<file path="config.mk">
export PLATFORM = sky130hd
export DESIGN_NAME = instructionFetch
export DESIGN_NICKNAME = d
export VERILOG_FILES = /design/src/fetchPkg.sv /design/src/instructionFetch.sv
export VERILOG_INCLUDE_DIRS = /design/src
export SDC_FILE = /design/constraint.sdc
export NUM_CORES = 1
export LEC_CHECK = 0
export BUFFER_PORTS_ARGS = -buffer_cell sky130_fd_sc_hd__buf_2
export CAP_MARGIN = 0
export CORE_MARGIN = 2
export CORE_UTILIZATION = 40
export CTS_BUF_LIST = sky130_fd_sc_hd__clkbuf_8 sky130_fd_sc_hd__clkbuf_16
export CTS_CLUSTER_SIZE = 30
export DETAILED_ROUTE_END_ITERATION = 10
export PLACE_DENSITY_LB_ADDON = 0.1
export SYNTH_ARGS = -nofsm -noshare
export SYNTH_HDL_FRONTEND = slang
export SYNTH_SLANG_ARGS = --single-unit
</file>
<file path="constraint.sdc">
create_clock -name clk -period 1.8 [get_ports clk]
set_input_delay 0.09 -clock clk [delete_from_list [all_inputs] [get_ports clk]]
set_output_delay 0.09 -clock clk [all_outputs]
set_load 0.03 [all_outputs]
</file>
<file path="src/fetch_params.svh">
`ifndef FETCH_PARAMS_SVH
`define FETCH_PARAMS_SVH

// Program counter value after reset.
`define FETCH_BOOT_VECTOR 32'hBFC00000

// The SRAM holds 2**FETCH_SRAM_DEPTH_LOG2 words and aliases above that.
`define FETCH_SRAM_DEPTH_LOG2 8

// Cycles the SRAM waits before it returns a word, on top of the first one.
`define FETCH_SRAM_WAIT 2

`endif

</file>
<file path="src/fetchPkg.sv">
package fetchPkg;

    // Primary opcode field, bits [31:26] of an instruction word.
    typedef enum logic [5:0] {
        OP_SPECIAL = 6'h00,
        OP_J       = 6'h02,
        OP_JAL     = 6'h03,
        OP_OTHER   = 6'h3f
    } opcodeT;

    // Read sequencer of the instruction SRAM.
    typedef enum logic [1:0] {
        SRAM_IDLE = 2'd0,
        SRAM_WAIT = 2'd1,
        SRAM_DONE = 2'd2
    } sramStateT;

endpackage

</file>
<file path="src/instructionFetch.sv">
`timescale 1ns/1ps
`include "fetch_params.svh"

module instructionFetch
    import fetchPkg::*;
(
    input  logic        clk,
    input  logic        reset,

    input  logic        absJump,
    input  logic [31:0] absJumpAddress,

    input  logic        stall,
    input  logic        exception,

    output logic [31:0] outputPC,
    output logic [31:0] instruction,
    output logic        bubble,
    output logic        adel,
    output logic        isDelaySlot,

    output logic [31:0] sramAddress,
    output logic        sramReadEn,
    input  logic [31:0] sramData,
    input  logic        sramValid
);

    logic [31:0] pc;
    logic [31:0] pcNext;
    logic        busy;
    logic        canSendNewCommand;
    logic        inException;

    logic        pendingJump;
    logic        pendingJumpNext;
    logic [31:0] pendingJumpAddress;
    logic        pendingException;
    logic        pendingExceptionNext;

    // A new read may go out once the previous one has returned its word.
    assign canSendNewCommand = sramValid || !busy;
    assign inException = exception || pendingException;

    assign outputPC = pc;
    assign sramAddress = pcNext;
    assign adel = pc[1:0] != 2'b00;

    // A misaligned fetch never reads the SRAM, so it hands on a NOP
    // instead of whatever word the SRAM returned last.
    assign instruction = adel ? 32'h0000_0000 : sramData;

    // A beat goes out when the word has arrived, or at once for a misaligned PC.
    assign bubble = !(canSendNewCommand && !stall && !inException && (sramValid || adel));

    always_comb begin
        pcNext = pc;
        sramReadEn = 1'b0;
        isDelaySlot = 1'b0;
        pendingJumpNext = pendingJump;
        pendingExceptionNext = pendingException;

        if (!canSendNewCommand) begin
            // A read is in flight. Keep whatever arrives until the word is back.
            pendingJumpNext = pendingJump || absJump;
            pendingExceptionNext = inException;
        end else if (inException && !pendingJump && !absJump) begin
            // Park on the exception with no reads until a jump or redirect.
            pendingExceptionNext = 1'b1;
        end else if (stall) begin
            // Hold the PC and read it again, so the word is fresh after the stall.
            pendingJumpNext = pendingJump || absJump;
            sramReadEn = pc[1:0] == 2'b00;
        end else begin
            pendingJumpNext = 1'b0;
            pendingExceptionNext = 1'b0;
            if (pendingJump) begin
                pcNext = pendingJumpAddress;
                isDelaySlot = 1'b1;
            end else if (absJump) begin
                pcNext = absJumpAddress;
                isDelaySlot = 1'b1;
            end else if (!bubble) begin
                pcNext = pc + 32'd4;
            end
            // Misaligned targets are delivered without touching the SRAM.
            sramReadEn = pcNext[1:0] == 2'b00;
        end
    end

    always_ff @(posedge clk) begin
        if (reset) begin
            pc <= `FETCH_BOOT_VECTOR;
            busy <= 1'b0;
            pendingJump <= 1'b0;
            pendingException <= 1'b0;
        end else begin
            pc <= pcNext;
            if (canSendNewCommand) begin
                busy <= sramReadEn;
            end
            pendingJump <= pendingJumpNext;
            pendingException <= pendingExceptionNext;
        end
    end

    // The newest jump that is not taken right away is the one to follow.
    always_ff @(posedge clk) begin
        if (absJump && pendingJumpNext) begin
            pendingJumpAddress <= absJumpAddress;
        end
    end

    // Every word the SRAM hands back answers a read that is still outstanding.
    readReturnsWhileBusy: assert property (
        @(posedge clk) disable iff (reset)
        sramValid |-> busy
    );

endmodule

</file>
### Word-level counts from Yosys, hierarchy flattened

Cells that the tools add are included.

| storage, ports and cells | value |
|---|---|
| flip-flop bits (word level) | 67 |
| bits of input ports | 70 |
| output and inout bits | 100 |
| word-level logic and storage cells | 50 |

| operators by class | value |
|---|---|
| $add $sub $neg | 1 |
| equality and inequality tests | 1 |
| muxes and demuxes | 24 |
| reductions and logical operators | 19 |

Operator list:

| operator | count |
|---|---|
| $mux 32 | 10 |
| $add 32x3->32 const B | 1 |
| $mux 1 | 14 |
| $logic_and 1x1->1 | 6 |
| $logic_not 1->1 | 6 |
| $logic_not 2->1 | 2 |
| $logic_or 1x1->1 | 4 |
| $ne 3x2->1 const B | 1 |
| $reduce_bool 2->1 | 1 |

### Depth between registers and ports, before layout

| depth | value |
|---|---|
| depth in word-level cells | 15 |
| mapped depth | 9 |
| gate-level depth less buffers | 6 |

### Least setup slack after synthesis

Ideal clock, no wire load.

| timing path | value |
|---|---|
| path type | register to register |
| start | reg pc[2], in the netlist outputPC[2] |
| end | reg pc[12], in the netlist outputPC[12] |
| library setup time | 0.066 ns |
| data arrival time | 2.261 ns |
| slack | -0.527 ns |
| stages on the path, launching flop included | 8 |
| clock period less this slack | 2.327 ns |
| cell sequence | dfxtp_1 -> ha_1 -> and4_1 -> and4_1 -> buf_1 -> a31oi_1 -> o22ai_1 -> nor2b_1 |

| between the ends | value |
|---|---|
| cells in the longest elaborated chain, start to end | 10 |

Ends and longest elaborated chain:

| element | line | RTL |
|---|---|---|
| start, declared | instructionFetch.sv:28 | `logic [31:0] pc;` |
| start signal, assigned | instructionFetch.sv:92 | `` pc <= `FETCH_BOOT_VECTOR; `` |
| start signal, assigned | instructionFetch.sv:97 | `pc <= pcNext;` |
| $add 32x3->32 | instructionFetch.sv:83 | `pcNext = pc + 32'd4;` |
| $mux 32 | instructionFetch.sv:82 | `end else if (!bubble) begin` |
| $mux 32 | instructionFetch.sv:79 | `end else if (absJump) begin` |
| $mux 32 | instructionFetch.sv:76 | `if (pendingJump) begin` |
| $mux 32 | instructionFetch.sv:69 | `end else if (stall) begin` |
| $mux 32 | instructionFetch.sv:66 | `end else if (inException && !pendingJump && !absJump) begin` |
| $mux 32 | instructionFetch.sv:62 | `if (!canSendNewCommand) begin` |
| $mux 32 | instructionFetch.sv:69 |  |
| $mux 32 | instructionFetch.sv:66 |  |
| $mux 32 | instructionFetch.sv:62 |  |
| via sramAddress[12] | instructionFetch.sv:22 | `output logic [31:0] sramAddress,` |

The timed path passes the listed nets, and every way through them passes these cells. The select of a mux whose other input is x is not followed.
A chain may end at the register's enable or synchronous reset.

### Worst setup path in the final report

| timing path | value |
|---|---|
| start | reg pc[11], in the netlist outputPC[11] |
| end | out sramAddress[22] |

| between the ends | value |
|---|---|
| cells in the longest elaborated chain, start to end | 10 |

Ends and longest elaborated chain:

| element | line |
|---|---|
| $add 32x3->32 | instructionFetch.sv:83 |
| $mux 32 | instructionFetch.sv:82 |
| $mux 32 | instructionFetch.sv:79 |
| $mux 32 | instructionFetch.sv:76 |
| $mux 32 | instructionFetch.sv:69 |
| $mux 32 | instructionFetch.sv:66 |
| $mux 32 | instructionFetch.sv:62 |
| $mux 32 | instructionFetch.sv:69 |
| $mux 32 | instructionFetch.sv:66 |
| $mux 32 | instructionFetch.sv:62 |
| end, declared | instructionFetch.sv:22 |

Every way passes these cells. The select of a mux whose other input is x is not followed.

==> run metrics <==
Syn Nets 529; most frequent cells after synthesis 39 x and2_1, 36 x nand2_1, 35 x dfxtp_1; area leader, netlist edfxtp_1; hpwl dp 12300 microns; crit-path max FO 3; core area 9730 sq um; CTS tree done; Static Leak approximately 3.5 nW; Final Cycle Share 129%; status complete, but fails checks; EDFF count, synth 32; Antenna Nets Post-Route 0; clk sink count 67; setup slack, reg-to-reg -0.43 ns; Synth Area per Inst 8.75 sq um; FP Rows 36; Area Overhead vs Synth 94.4%; most common cell in the synthesized netlist and2_1; Yosys reg bits 67; DR WL/cell 19.2 microns; Starting DRT DRC Count between 300 and 400; global-route wire length before repair ~26000 microns; max cap viols 0; clk slew on worst S/H paths 0.08 ns; cells after synthesis 458; cell area after synthesis 4010 sq um; Final min period 2.32 ns; antenna violations before repair 0; PD cells 654 nW/um^2; synth top area cells edfxtp_1 24%, dfxtp_1 17%, and2_1 6.1%; H-tree depth 3; Root Driver clkbuf_8; HP Class in -> reg; clk_lat worst skew 0.35 ns; layout cells sized above 1 61.0%; layout net count 868; initial core utilization 41.2%; Top Ports 170; Layout Utilization 80.1%; Max VDD drop 0.000446 V; drt via density 5.63; Max Buffers Root-to-Sink 2; WP data arrival 2.23 ns; Clock Skew 0.0108 ns; # setup viols final 46; Main synth FF type dfxtp_1; Routability Congestion about 0.95; setup TNS -13.78 ns; Max Slew Vio Count 0; Yosys cell types 62; vias between 5000 and 6000; Setup CP Type reg -> out; number of global-route vias before repair 5071; slew margin rel. 63.2%; element type at the critical path end primary output; violated checks setup timing; Hold WS approximately 0.17 ns; Ant. Diodes 0; Overflow after GRT 0; final hold violation count 0; number of port buffers 169; Worst-Margin Slew around 0.55 ns; Synth warnings 0; global-route usage over all layers 30.7%; post-synthesis sequential area ratio 41.5%; die area 10800 sq um; Yosys top cell area share 24.0%; async set or reset register ratio after synthesis 0%; DRT Pass-1 Iters 5; largest net degree at the start of global routing 34; Worst Path Required 1.71 ns; Design Power 5.10 mW; Die H 104 microns; final worst slack -0.517 ns; CTS buffer count 9; CP startpoint kind register; WL final 18000 microns; DIE WIDTH ~100 microns; drt drc 0; Max Freq 432 MHz; RSZ-0062 raised after global routing yes
worst paths after layout:
check	from	to	cells after the start
setup reg to reg	outputPC[11]	outputPC[30]	12
setup / recovery	outputPC[11]	sramAddress[22]	9
hold reg to reg	pendingException	pendingException	3
hold / removal	exception	pendingException	4
kinds of logic (layout without fill, tap and decap cells):
family,count (synthesis),count (layout),share of synthesized area (%)
flops,67,67,41.5
compound gates,115,115,20.2
fa+ha+maj,1,1,0.312
mux,11,11,2.84
buf+inv,38,382,4.06
simple gates,226,226,31.1
worst max-delay path, cell delays in order (launching register included):
cell     delay (ns)
dfxtp_4        0.37
buf_6          0.10
and4_4         0.22
nand4_1        0.09
buf_6          0.15
buf_6          0.11
nor4_4         0.29
mux2i_2        0.30
nand2_2        0.10
buf_6          0.15
where the power goes:
part	internal (mW)	switching [mW]	leakage, nW
registers	1.70	0.0781	0.602
clock network	0.481	0.628	0.0813
logic	0.957	1.26	2.79
total	3.13	1.96	3.48
layer usage:
metal / part of all wire (%) / routed length, microns / GRT usage [%]
met5: 0 / 0 / 0
met4: 1.6 / 296 / 8.01
met3: 6.7 / 1200 / 5.58
met2: 50 / 8960 / 53.4
met1: 42 / 7500 / 39.3
layout make-up:
class,instances,area (sq um)
multi-input cells,353,2960
fillers,622,1940
well taps,133,166
repair buffers,358,2750
flip-flops and latches,67,1720
clock buffers,9,124
inverters,8,31.3
clock inverters,7,36.3
cells in the final DEF, fill, tap and decap left out, types with 5 or more instances in the layout:
cell type / Yosys / final
buf_2: 10 / 136
buf_4: 0 / 114
buf_6: 1 / 70
and2_1: 39 / 38
dlygate4sd3_1: 0 / 32
edfxtp_1: 32 / 32
nand2_1: 36 / 28
nor2_1: 34 / 20
nand3_1: 27 / 18
nand4_1: 16 / 16
a22oi_1: 17 / 14
dfxtp_2: 0 / 13
dfxtp_1: 35 / 12
nor3_1: 15 / 11
a21oi_1: 18 / 11
nor2b_1: 12 / 10
dfxtp_4: 0 / 10
nor2_2: 0 / 9
nor4_4: 1 / 9
a31oi_1: 14 / 9
clkbuf_8: 0 / 9
o21ai_0: 14 / 8
mux2i_2: 0 / 7
a21oi_2: 0 / 7
o21ai_1: 6 / 7
nand2b_1: 7 / 6
nand2_2: 0 / 6
inv_1: 6 / 5
nor3_4: 0 / 5
nor2_4: 0 / 5
and3_1: 5 / 5
nand3_2: 0 / 5
o21bai_1: 5 / 5
buf_12: 0 / 5
stage by stage:
step / cells / area (sq um) / worst slack, ns
floorplan: 458 / 4310 / -0.0986
global placement: 841 / 6050 / -0.223
detailed placement: 841 / 6050 / -0.301
CTS: 918 / 7280 / -0.534
global route: 935 / 7790 / -0.600
finish: 935 / 7790 / -0.517
state kept, by name (all words and copies together) (netlist names):
| name | flops |
|---|---|
| pendingJump | 1 |
| busy | 1 |
| pendingJumpAddress | 32 |
| pendingException | 1 |
| outputPC | 32 |
what timing repair did:
action | 4_1_cts | 5_1_grt
gates resized for setup | 133 | 91
cloned | 0 | 1
hold buffers | 32 | 0
pin swaps | 46 | 25
setup buffers | 31 | 21
endpoints found under the setup margin | 61 | 93
hold endpoints to repair | 32 | 0
(Power assumes the default switching activity.)
