### src/fetch_params.svh
`ifndef FETCH_PARAMS_SVH
`define FETCH_PARAMS_SVH

// Program counter value after reset.
`define FETCH_BOOT_VECTOR 32'hBFC00000

// The SRAM holds 2**FETCH_SRAM_DEPTH_LOG2 words and aliases above that.
`define FETCH_SRAM_DEPTH_LOG2 8

// Cycles the SRAM waits before it returns a word, on top of the first one.
`define FETCH_SRAM_WAIT 2

`endif

### src/fetchPkg.sv
package fetchPkg;

    // Primary opcode field, bits [31:26] of an instruction word.
    typedef enum logic [5:0] {
        OP_SPECIAL = 6'h00,
        OP_J       = 6'h02,
        OP_JAL     = 6'h03,
        OP_OTHER   = 6'h3f
    } opcodeT;

    // Read sequencer of the instruction SRAM.
    typedef enum logic [1:0] {
        SRAM_IDLE = 2'd0,
        SRAM_WAIT = 2'd1,
        SRAM_DONE = 2'd2
    } sramStateT;

endpackage

### src/jumpPredecoder.sv
`timescale 1ns/1ps

module jumpPredecoder
    import fetchPkg::*;
(
    input  logic [31:0] instruction,
    input  logic [31:0] fetchPC,
    input  logic        bubble,

    input  logic        redirect,
    input  logic [31:0] redirectAddress,

    output logic        absJump,
    output logic [31:0] absJumpAddress
);

    opcodeT      opcode;
    logic        isJumpWord;
    logic [31:0] sequentialPC;
    logic [31:0] jumpTarget;

    assign opcode = opcodeT'(instruction[31:26]);

    always_comb begin
        case (opcode)
            OP_J, OP_JAL: isJumpWord = 1'b1;
            default:      isJumpWord = 1'b0;
        endcase
    end

    // J-type targets stay in the 256 MB region of the delay slot.
    assign sequentialPC = fetchPC + 32'd4;
    assign jumpTarget = {sequentialPC[31:28], instruction[25:0], 2'b00};

    // Only a delivered word may jump. An outside redirect overrides it.
    assign absJump = redirect || (!bubble && isJumpWord);
    assign absJumpAddress = redirect ? redirectAddress : jumpTarget;

endmodule

### config.mk
export PLATFORM = sky130hd
export DESIGN_NAME = jumpPredecoder
export DESIGN_NICKNAME = d
export VERILOG_FILES = /design/src/fetch_params.svh /design/src/fetchPkg.sv /design/src/jumpPredecoder.sv
export SDC_FILE = /design/constraint.sdc
export NUM_CORES = 1
export LEC_CHECK = 0
export ABC_CLOCK_PERIOD_IN_PS = 1500
export BUFFER_PORTS_ARGS = -buffer_cell sky130_fd_sc_hd__buf_2
export CORE_MARGIN = 2
export CORE_UTILIZATION = 21
export DETAILED_ROUTE_END_ITERATION = 16
export PLACE_DENSITY = 0.81
export SETUP_SLACK_MARGIN = 0.4
export SYNTH_ARGS = -nofsm -noshare
export SYNTH_HDL_FRONTEND = slang
export SYNTH_SLANG_ARGS = --single-unit
### constraint.sdc
create_clock -name vclk -period 1.5
set_clock_uncertainty 0.1 [all_clocks]
set_input_delay 0 -clock vclk [all_inputs]
set_output_delay 0 -clock vclk [all_outputs]
set_load 0.05 [all_outputs]
Word-level counts from Yosys, hierarchy flattened --
Index checks and enable logic that the tools add are counted.
Word-level totals: bits in writable memories 0, memory bits (read-only) 0, bits of input ports 98, bits in latches 0, word-level logic and storage cells 9, flip-flop bits (word level) 0, output and inout bits 33, memories kept 0
Operators by class: magnitude comparators 0, mux-type cells 2, add/sub/neg operators 1, reductions and logical operators 4, bitwise gates (word level) 0, div/mod/pow operators 0, shifts and indexed selects 0, $mul 0, equal/unequal tests 2
Operators by type and width (count):
- 32-bit by 3-bit adder with 32-bit output (second input constant) | 1
- 32-bit two-way mux | 1
- 6-bit by 2-bit == test with 1-bit output (second input constant) | 2
- 2-bit OR reduction | 1
- 1-bit logical AND | 1
- 1-bit zero test | 1
- 1-bit logical OR | 1
- 1-bit two-way mux | 1

Depth between registers and ports, before layout --
Gate-level depths: netlist of the first run.
word-level depth 5, depth in mapped cells 5, mapped depth without buffers 4

Worst setup path before layout of the first run --
No wires, ideal clock.
path kind input port to output port, from in fetchPC[17], to out absJumpAddress[30], setup slack -0.647 ns, data required time 1.400 ns, arrival time 2.047 ns, cell stages on the path 5, path buffers 1, cell sequence nand4_1 > or4_1 > buf_2 > or4_1 > a31oi_1
On the way: word-level cells in the longest chain between the ends 2
RTL lines:
- from (decl) | line jumpPredecoder.sv:7 | input logic [31:0] fetchPC,
- 32-bit by 3-bit adder with 32-bit output | line jumpPredecoder.sv:32 | assign sequentialPC = fetchPC + 32'd4;
- 32-bit two-way mux | line jumpPredecoder.sv:37 | assign absJumpAddress = redirect ? redirectAddress : jumpTarget;
- to (decl) | line jumpPredecoder.sv:14 | output logic [31:0] absJumpAddress
No other way between the ends.

Final worst setup path of the first run --
Ends and elaborated chain as after synthesis.

==> results.toml, run 1 <==
[worst_setup_path]
worstSetupStartpointType = "primary input"
critical_path.max_stage_delay_ns = 0.54
critPathTopFamily = "simple AND/OR/NAND/NOR gates"
endpoint_kind = "primary output"
path_cells = "buf_6, nand4_1, or4_4, or4_4, a31oi_4, buf_6"
path_class = "primary input to primary output"
arrival_ns = 1.55
cp_max_fo = 3
required_ns = 1.40
crit_buf_inv = 2
crit_slowest_cell = "or4_4"

[global_route]
grt_pass1_wl_um = 3360
grtUsageTotal_pct = 14.63
grt_start_max_net_pins = 23
grt_pass1_vias = 861
grt_overflow = 0
antenna_found_initial = 0

[sta]
timing.fmax_ghz = 0.6050
drv_slew = 0
hold_viol_final = 0
max_slew_margin_pct = 76.93
period_share_pct = 110.2
worst_pin_slew_ns = 0.3457
fin_crit_ns = 1.653
whs_ns = 0.2075
fin_ws_ns = -0.1529
setup-violations-final = 2
rsz0062_at_grt = "yes"

[synthesis]
synth.yosys.seq_area_share_pct = 0
syn_area_per_cell_um2 = 7.993
syn-num-nets = 165
synthTopCellsByArea = "mux2_2 (55%), and4_1 (4.9%), nand4_1 (4.7%), or3_1 (3.5%), nand3_1 (2.8%)"
yosysTopAreaCell = "mux2_2"
syn_area_um2 = 535.5
synthCells = 67
synth_warnings = 0
yosysTopAreaCellShare_pct = 54.67
ys_types = 23

[die]
top_level_ports = 131
rows = 18
core_um2 = 2455
initial_core_util_pct = 21.81
die_h_um = 54.50
die_x_um = 54.50
die-area_um2 = 2970

[power]
swShare_pct = 60.63
clkPwrFrac_pct = 0
p_int_uw = 230.5
combPwrFrac_pct = 100.0
power_density_nw_per_um2 = 424.5
power_frac_seq_pct = 0
power_switching_uw = 354.9
leakage_uw = 0.0007286
ir_worst_vdd_mv = 0.4202

[placement]
hpwl_um = 2342
post-place-ws_ns = -0.2921
gp_congestion = 0.7235
portBuffers = 128

[worst_hold_path]
min_path_type = "primary input to primary output"

[detailed_routing]
wl_um = 2512
post-route-drc-count = 0
wl_per_cell_um = 11.16
ant_nets = 0
vias = 1040
drtIter0Drc = 5
first_pass_iters = 2
via_per_inst = 4.622

[run]
cap_violations = 0

[final_layout]
n_antenna_cell = 0
area_delta_synth_final_pct = 157.5
nFlopsAndLatches = 0
nets = 295
seq_area_um2 = 0
drive_gt1_share_pct = 86.67
num-clock-buffers = 0

[run_status]
status = "finished, violations left"
violations = "setup timing"

[clock_tree]
cts_setup_buffers = 0
==> layout by cell type, fill, tap and decap left out, drive strengths merged <==
cell type / instances
nor2: 2
nand2: 4
buf: 133
a22oi: 1
or4b: 1
mux2: 26
nand3: 3
o21ai: 2
and2: 2
and4: 3
or2: 1
or3: 3
inv: 1
o311ai: 1
o31ai: 2
nand4: 4
nor2b: 1
o211ai: 1
or4: 2
a31oi: 2
==> through the flow <==
stage | cell area, µm² | power (µW) | util [%] | cells | TNS [ns]
2_1_floorplan | 609.3 | 369.3 | - | 67 | -0.3910
3_3_place_gp | 1303 | 558.6 | 53.06 | 225 | -0.7586
3_5_place_dp | 1303 | 564.1 | 53.06 | 225 | -0.8397
4_1_cts | 1375 | 589.3 | 56.01 | 225 | -0.2222
5_1_grt | 1379 | 622.8 | 56.17 | 225 | -0.3104
6_report | 1379 | 585.4 | 56.17 | 225 | -0.1813
==> final cells by class <==
class	instances	area [µm²]
fill	254	1076
timing repair buffer	133	745.7
multi-input combinational	61	591.8
tap	30	37.54
inverter	1	3.754
==> power groups by stage <==
stage / combinational (µW) / clock [µW] / sequential (µW)
6_report: 585 / 0 / 0
5_1_grt: 623 / 0 / 0
4_1_cts: 589 / 0 / 0
3_5_place_dp: 564 / 0 / 0
3_3_place_gp: 559 / 0 / 0
2_1_floorplan: 369 / 0 / 0
==> layer usage <==
layer | GRT usage [%] | vias up | part of all wire, % | wire, µm
met3 | 0.8197 | 0 | 12 | 298
met1 | 16.67 | 457 | 34 | 859
met2 | 30.72 | 59 | 54 | 1353
met5 | 0 | - | 0 | 0
met4 | 0 | 0 | 0 | 0
li1 | - | 524 | - | -
==> logic make-up after synthesis <==
kind of cell	synth area share, %
multiplexers	54.67
AND/OR/NAND/NOR	29.44
AO/OA/AOI/OAI	11.45
buffers and inverters	4.437
==> path summary, 6_finish.rpt <==
path | startpoint | endpoint | slack (ns) | cells past startpoint
max | fetchPC[17] | absJumpAddress[30] | -0.15 | 6
min | instruction[30] | absJump | 0.21 | 3
==> synth_stat cells, drive strengths merged <==
master   n
mux2    26
nand2    4
nand4    4
and4     3
clkbuf   3
nand3    3
or3      3
a31oi    2
and2     2
buf      2
nor2     2
o21ai    2
o31ai    2
or4      2
a22oi    1
inv      1
nor2b    1
o211ai   1
o311ai   1
or2      1
or4b     1
==> timing repair <==
item,CTS,global route
hold buffers,0,0
gates resized for setup,18,1
pin swaps,4,0
setup endpoints to repair,5,9
Note: power is estimated with default switching activity, not from simulation.
==> run 2, diff against run 1 <==
--- a/config.mk
+++ b/config.mk
@@ -7,7 +7,6 @@
 export LEC_CHECK = 0
 export ABC_CLOCK_PERIOD_IN_PS = 1500
 export BUFFER_PORTS_ARGS = -buffer_cell sky130_fd_sc_hd__buf_2
-export CORE_MARGIN = 2
 export CORE_UTILIZATION = 21
 export DETAILED_ROUTE_END_ITERATION = 16
 export PLACE_DENSITY = 0.81
==> results.toml, run 2 (synthesis results as in run 1) <==
[sta]
worst_pin_slew_ns = 0.3368
fin_ws_ns = -0.1719
max_slew_margin_pct = 77.53
fin_crit_ns = 1.672
period_share_pct = 111.5
drv_slew = 0
setup-violations-final = 4
timing.fmax_ghz = 0.5981
fin_setup_tns_ns = -0.2618
rsz0062_at_grt = "yes"
hold_viol_final = 0

[power]
finalPower_uw = 590.5
leakage_uw = 0.0007454
power_density_nw_per_um2 = 425.6
ir_worst_vdd_mv = 0.2820

[global_route]
grt_start_max_net_pins = 34
antenna_found_initial = 0
grt_overflow = 0
grt_pass1_vias = 937
grtUsageTotal_pct = 18.19
grt_pass1_wl_um = 3843

[die]
top_level_ports = 131
rows = 17
die-area_um2 = 2756
die_h_um = 52.50
die_x_um = 52.50
initial_core_util_pct = 23.31
core_um2 = 2297

[worst_setup_path]
endpoint_kind = "primary output"
required_ns = 1.40
cp_max_fo = 3
worstSetupStartpointType = "primary input"
path_class = "primary input to primary output"
arrival_ns = 1.57

[final_layout]
final_common_cell = "buf_2"
nets = 294
num-clock-buffers = 0
drive_gt1_share_pct = 86.60
area_delta_synth_final_pct = 159.1
multi_input_area_um2 = 601.8
seq_area_um2 = 0
mostFrequentLayoutCells = "buf_2 (119), mux2_2 (26), buf_6 (9)"
fin_util_pct = 60.40
final.fill_count = 219
nFlopsAndLatches = 0
stdcell_area_um2 = 1388
n_antenna_cell = 0

[placement]
portBuffers = 128
post-place-ws_ns = -0.2578
hpwl_um = 2306
gp_congestion = 0.7319
placed_area_um2 = 1297

[detailed_routing]
wl_per_cell_um = 12.49
wl_um = 2773
via_per_inst = 4.721
first_pass_iters = 2
ant_nets = 0
post-route-drc-count = 0
vias = 1048
drtIter0Drc = 12

[clock_tree]
hold_buffers = 0

[run_status]
status = "finished, violations left"
violations = "setup timing"

[run]
cap_violations = 0

[worst_hold_path]
min_path_type = "primary input to primary output"
-- run 2: per-stage QoR --
| stage | std cells | hold slack, ns |
|---|---|---|
| global route | 222 | 0.2154 |
| detailed placement | 221 | 0.2497 |
| floorplan | 67 | 0.003999 |
| global placement | 221 | 0.2515 |
| finish | 222 | 0.2074 |
| CTS | 221 | 0.2100 |
-- run 2: report_power, final --
group | leakage [µW] | switching (µW) | total [µW] | internal (µW)
logic | 0.000745 | 359 | 591 | 232
registers | 0 | 0 | 0 | 0
clock network | 0 | 0 | 0 | 0
-- run 2: final cells by class --
| type | instances | area share (%) |
|---|---|---|
| multi-input cells | 61 | 43.37 |
| well taps | 28 | 2.525 |
| inverters | 1 | 0.2705 |
| repair buffers | 132 | 53.83 |
-- run 2: layer usage --
metal  wire [µm]  vias up  global-route usage [%]
met5           0        -                       0
met4          15        0                   2.632
met3         330        2                   4.058
met2        1422       69                   35.44
met1        1004      456                   19.90
li1            -      521                       -
-- run 2: worst max-delay path, cell delays in order --
cell     delay [ns]
buf_2          0.08
nand4_1        0.11
or4_4          0.52
or4_4          0.54
a31oi_4        0.15
buf_6          0.18
-- run 2: final timing paths --
| path | depth (start not counted) | slack [ns] | startpoint | end |
|---|---|---|---|---|
| hold / removal | 3 | 0.21 | bubble | absJump |
| setup / recovery | 6 | -0.17 | fetchPC[12] | absJumpAddress[30] |
-- run 2: what timing repair did --
| action | CTS | global route |
|---|---|---|
| hold endpoints to repair | 0 | 0 |
| buffers inserted | 0 | 1 |
| setup endpoints to repair | 5 | 5 |
| resized for setup | 18 | 2 |
| pin swaps | 4 | 1 |
==> run 3, diff against run 2 <==
--- a/config.mk
+++ b/config.mk
@@ -6,7 +6,7 @@
 export NUM_CORES = 1
 export LEC_CHECK = 0
 export ABC_CLOCK_PERIOD_IN_PS = 1500
-export BUFFER_PORTS_ARGS = -buffer_cell sky130_fd_sc_hd__buf_2
+export BUFFER_PORTS_ARGS = -buffer_cell sky130_fd_sc_hd__buf_4
 export CORE_UTILIZATION = 21
 export DETAILED_ROUTE_END_ITERATION = 16
 export PLACE_DENSITY = 0.81
==> results.toml, run 3 (synthesis results as in run 1) <==
[final_layout]
final_common_cell = "buf_4"
nets = 295
multi_input_area_um2 = 596.8
mostFrequentLayoutCells = "buf_4 (120), mux2_2 (26), buf_6 (12)"
num-clock-buffers = 0
area_delta_synth_final_pct = 215.0
stdcell_area_um2 = 1687
n_antenna_cell = 0
drive_gt1_share_pct = 87.18
seq_area_um2 = 0
nFlopsAndLatches = 0
final.fill_count = 165

[detailed_routing]
drtIter0Drc = 5
vias = 1042
ant_nets = 0
wl_um = 3000
wl_met2_um = 1607
first_pass_iters = 4
routed-wl-met3_um = 346
dr.max_layer_used = "met4"
wirelength_met1_um = 1033
post-route-drc-count = 0
wl_per_cell_um = 13.45
via_per_inst = 4.673

[run_status]
violations = "setup timing"
status = "finished, violations left"

[power]
p_int_uw = 326.7
power_switching_uw = 362.5
clkPwrFrac_pct = 0
ir_worst_vdd_mv = 0.3646
leakage_uw = 0.0008349
swShare_pct = 52.59
power_density_nw_per_um2 = 408.7
combPwrFrac_pct = 100.0
power_frac_seq_pct = 0

[placement]
gp_congestion = 0.7520
portBuffers = 128
hpwl_um = 2595
placed_area_um2 = 1613

[sta]
setup-violations-final = 4
fin_crit_ns = 1.649
period_share_pct = 109.9
hold_viol_final = 0
worst_pin_slew_ns = 0.3467
max_slew_margin_pct = 76.86
rsz0062_at_grt = "yes"
drv_slew = 0
fin_ws_ns = -0.1486
timing.fmax_ghz = 0.6066
whs_ns = 0.1936

[die]
die-area_um2 = 2756
top_level_ports = 131
rows = 17
die_x_um = 52.50
initial_core_util_pct = 23.31
die_h_um = 52.50
core_um2 = 2297

[global_route]
grt_start_max_net_pins = 24
antenna_found_initial = 0
grtUsageTotal_pct = 19.50
grt_pass1_vias = 979
grt_pass1_wl_um = 4153
grt_overflow = 0

[worst_setup_path]
crit_path_start = "fetchPC[17]"
required_ns = 1.40
path_class = "primary input to primary output"
worstSetupStartpointType = "primary input"
endpoint_kind = "primary output"
arrival_ns = 1.55
cp_max_fo = 2
crit_end = "absJumpAddress[30]"

[clock_tree]
hold_buffers = 0

[run]
cap_violations = 0

[worst_hold_path]
min_path_type = "primary input to primary output"
==> run 3: layout make-up <==
type | count | share of cell area [%]
well taps | 28 | 2.077
repair buffers | 133 | 62.31
multi-input cells | 61 | 35.39
inverters | 1 | 0.2226
==> run 3: critical path, stage by stage <==
cell and delay [ns]:
buf_6 0.07, nand4_1 0.09, or4_4 0.53, or4_4 0.54
a31oi_4 0.15, buf_6 0.18
==> run 3: routing by layer <==
metal  global-route usage, %  vias up
li1                        -      522
met1                   20.41      449
met2                   40.93       69
met3                   3.188        2
met4                  0.8772        0
met5                       0        -
==> run 3: worst min path at each step <==
stage	from	to	slack, ns	depth (start not counted)
finish	bubble	absJump	0.19	3
global placement	bubble	absJump	0.22	3
global route	bubble	absJump	0.20	3
detailed placement	bubble	absJump	0.22	3
CTS	bubble	absJump	0.20	3
floorplan	bubble	absJump	0.004	1
==> run 3: timing repair <==
item                       CTS  global route
setup endpoints to repair   28            28
setup buffers                1             0
pin swaps                    5             2
resized for setup           18             0
==> run 3: power groups by stage <==
stage	Combinational (µW)	Sequential [µW]	Clock (µW)
after global routing	718	0	0
after floorplan	369	0	0
after detailed placement	675	0	0
final	689	0	0
after global placement	669	0	0
after CTS	693	0	0
==> run 3: through the flow <==
step | TNS [ns] | cells | utilization, % | worst slack [ns] | power [µW]
3_5_place_dp | -0.7763 | 222 | 70.21 | -0.2573 | 675.2
6_report | -0.4187 | 223 | 73.42 | -0.1486 | 689.3
4_1_cts | -0.4350 | 223 | 73.42 | -0.1559 | 692.8
3_3_place_gp | -0.5870 | 222 | 70.21 | -0.1828 | 668.6
5_1_grt | -0.5515 | 223 | 73.42 | -0.1757 | 717.9
2_1_floorplan | -0.3910 | 67 | - | -0.1949 | 369.3
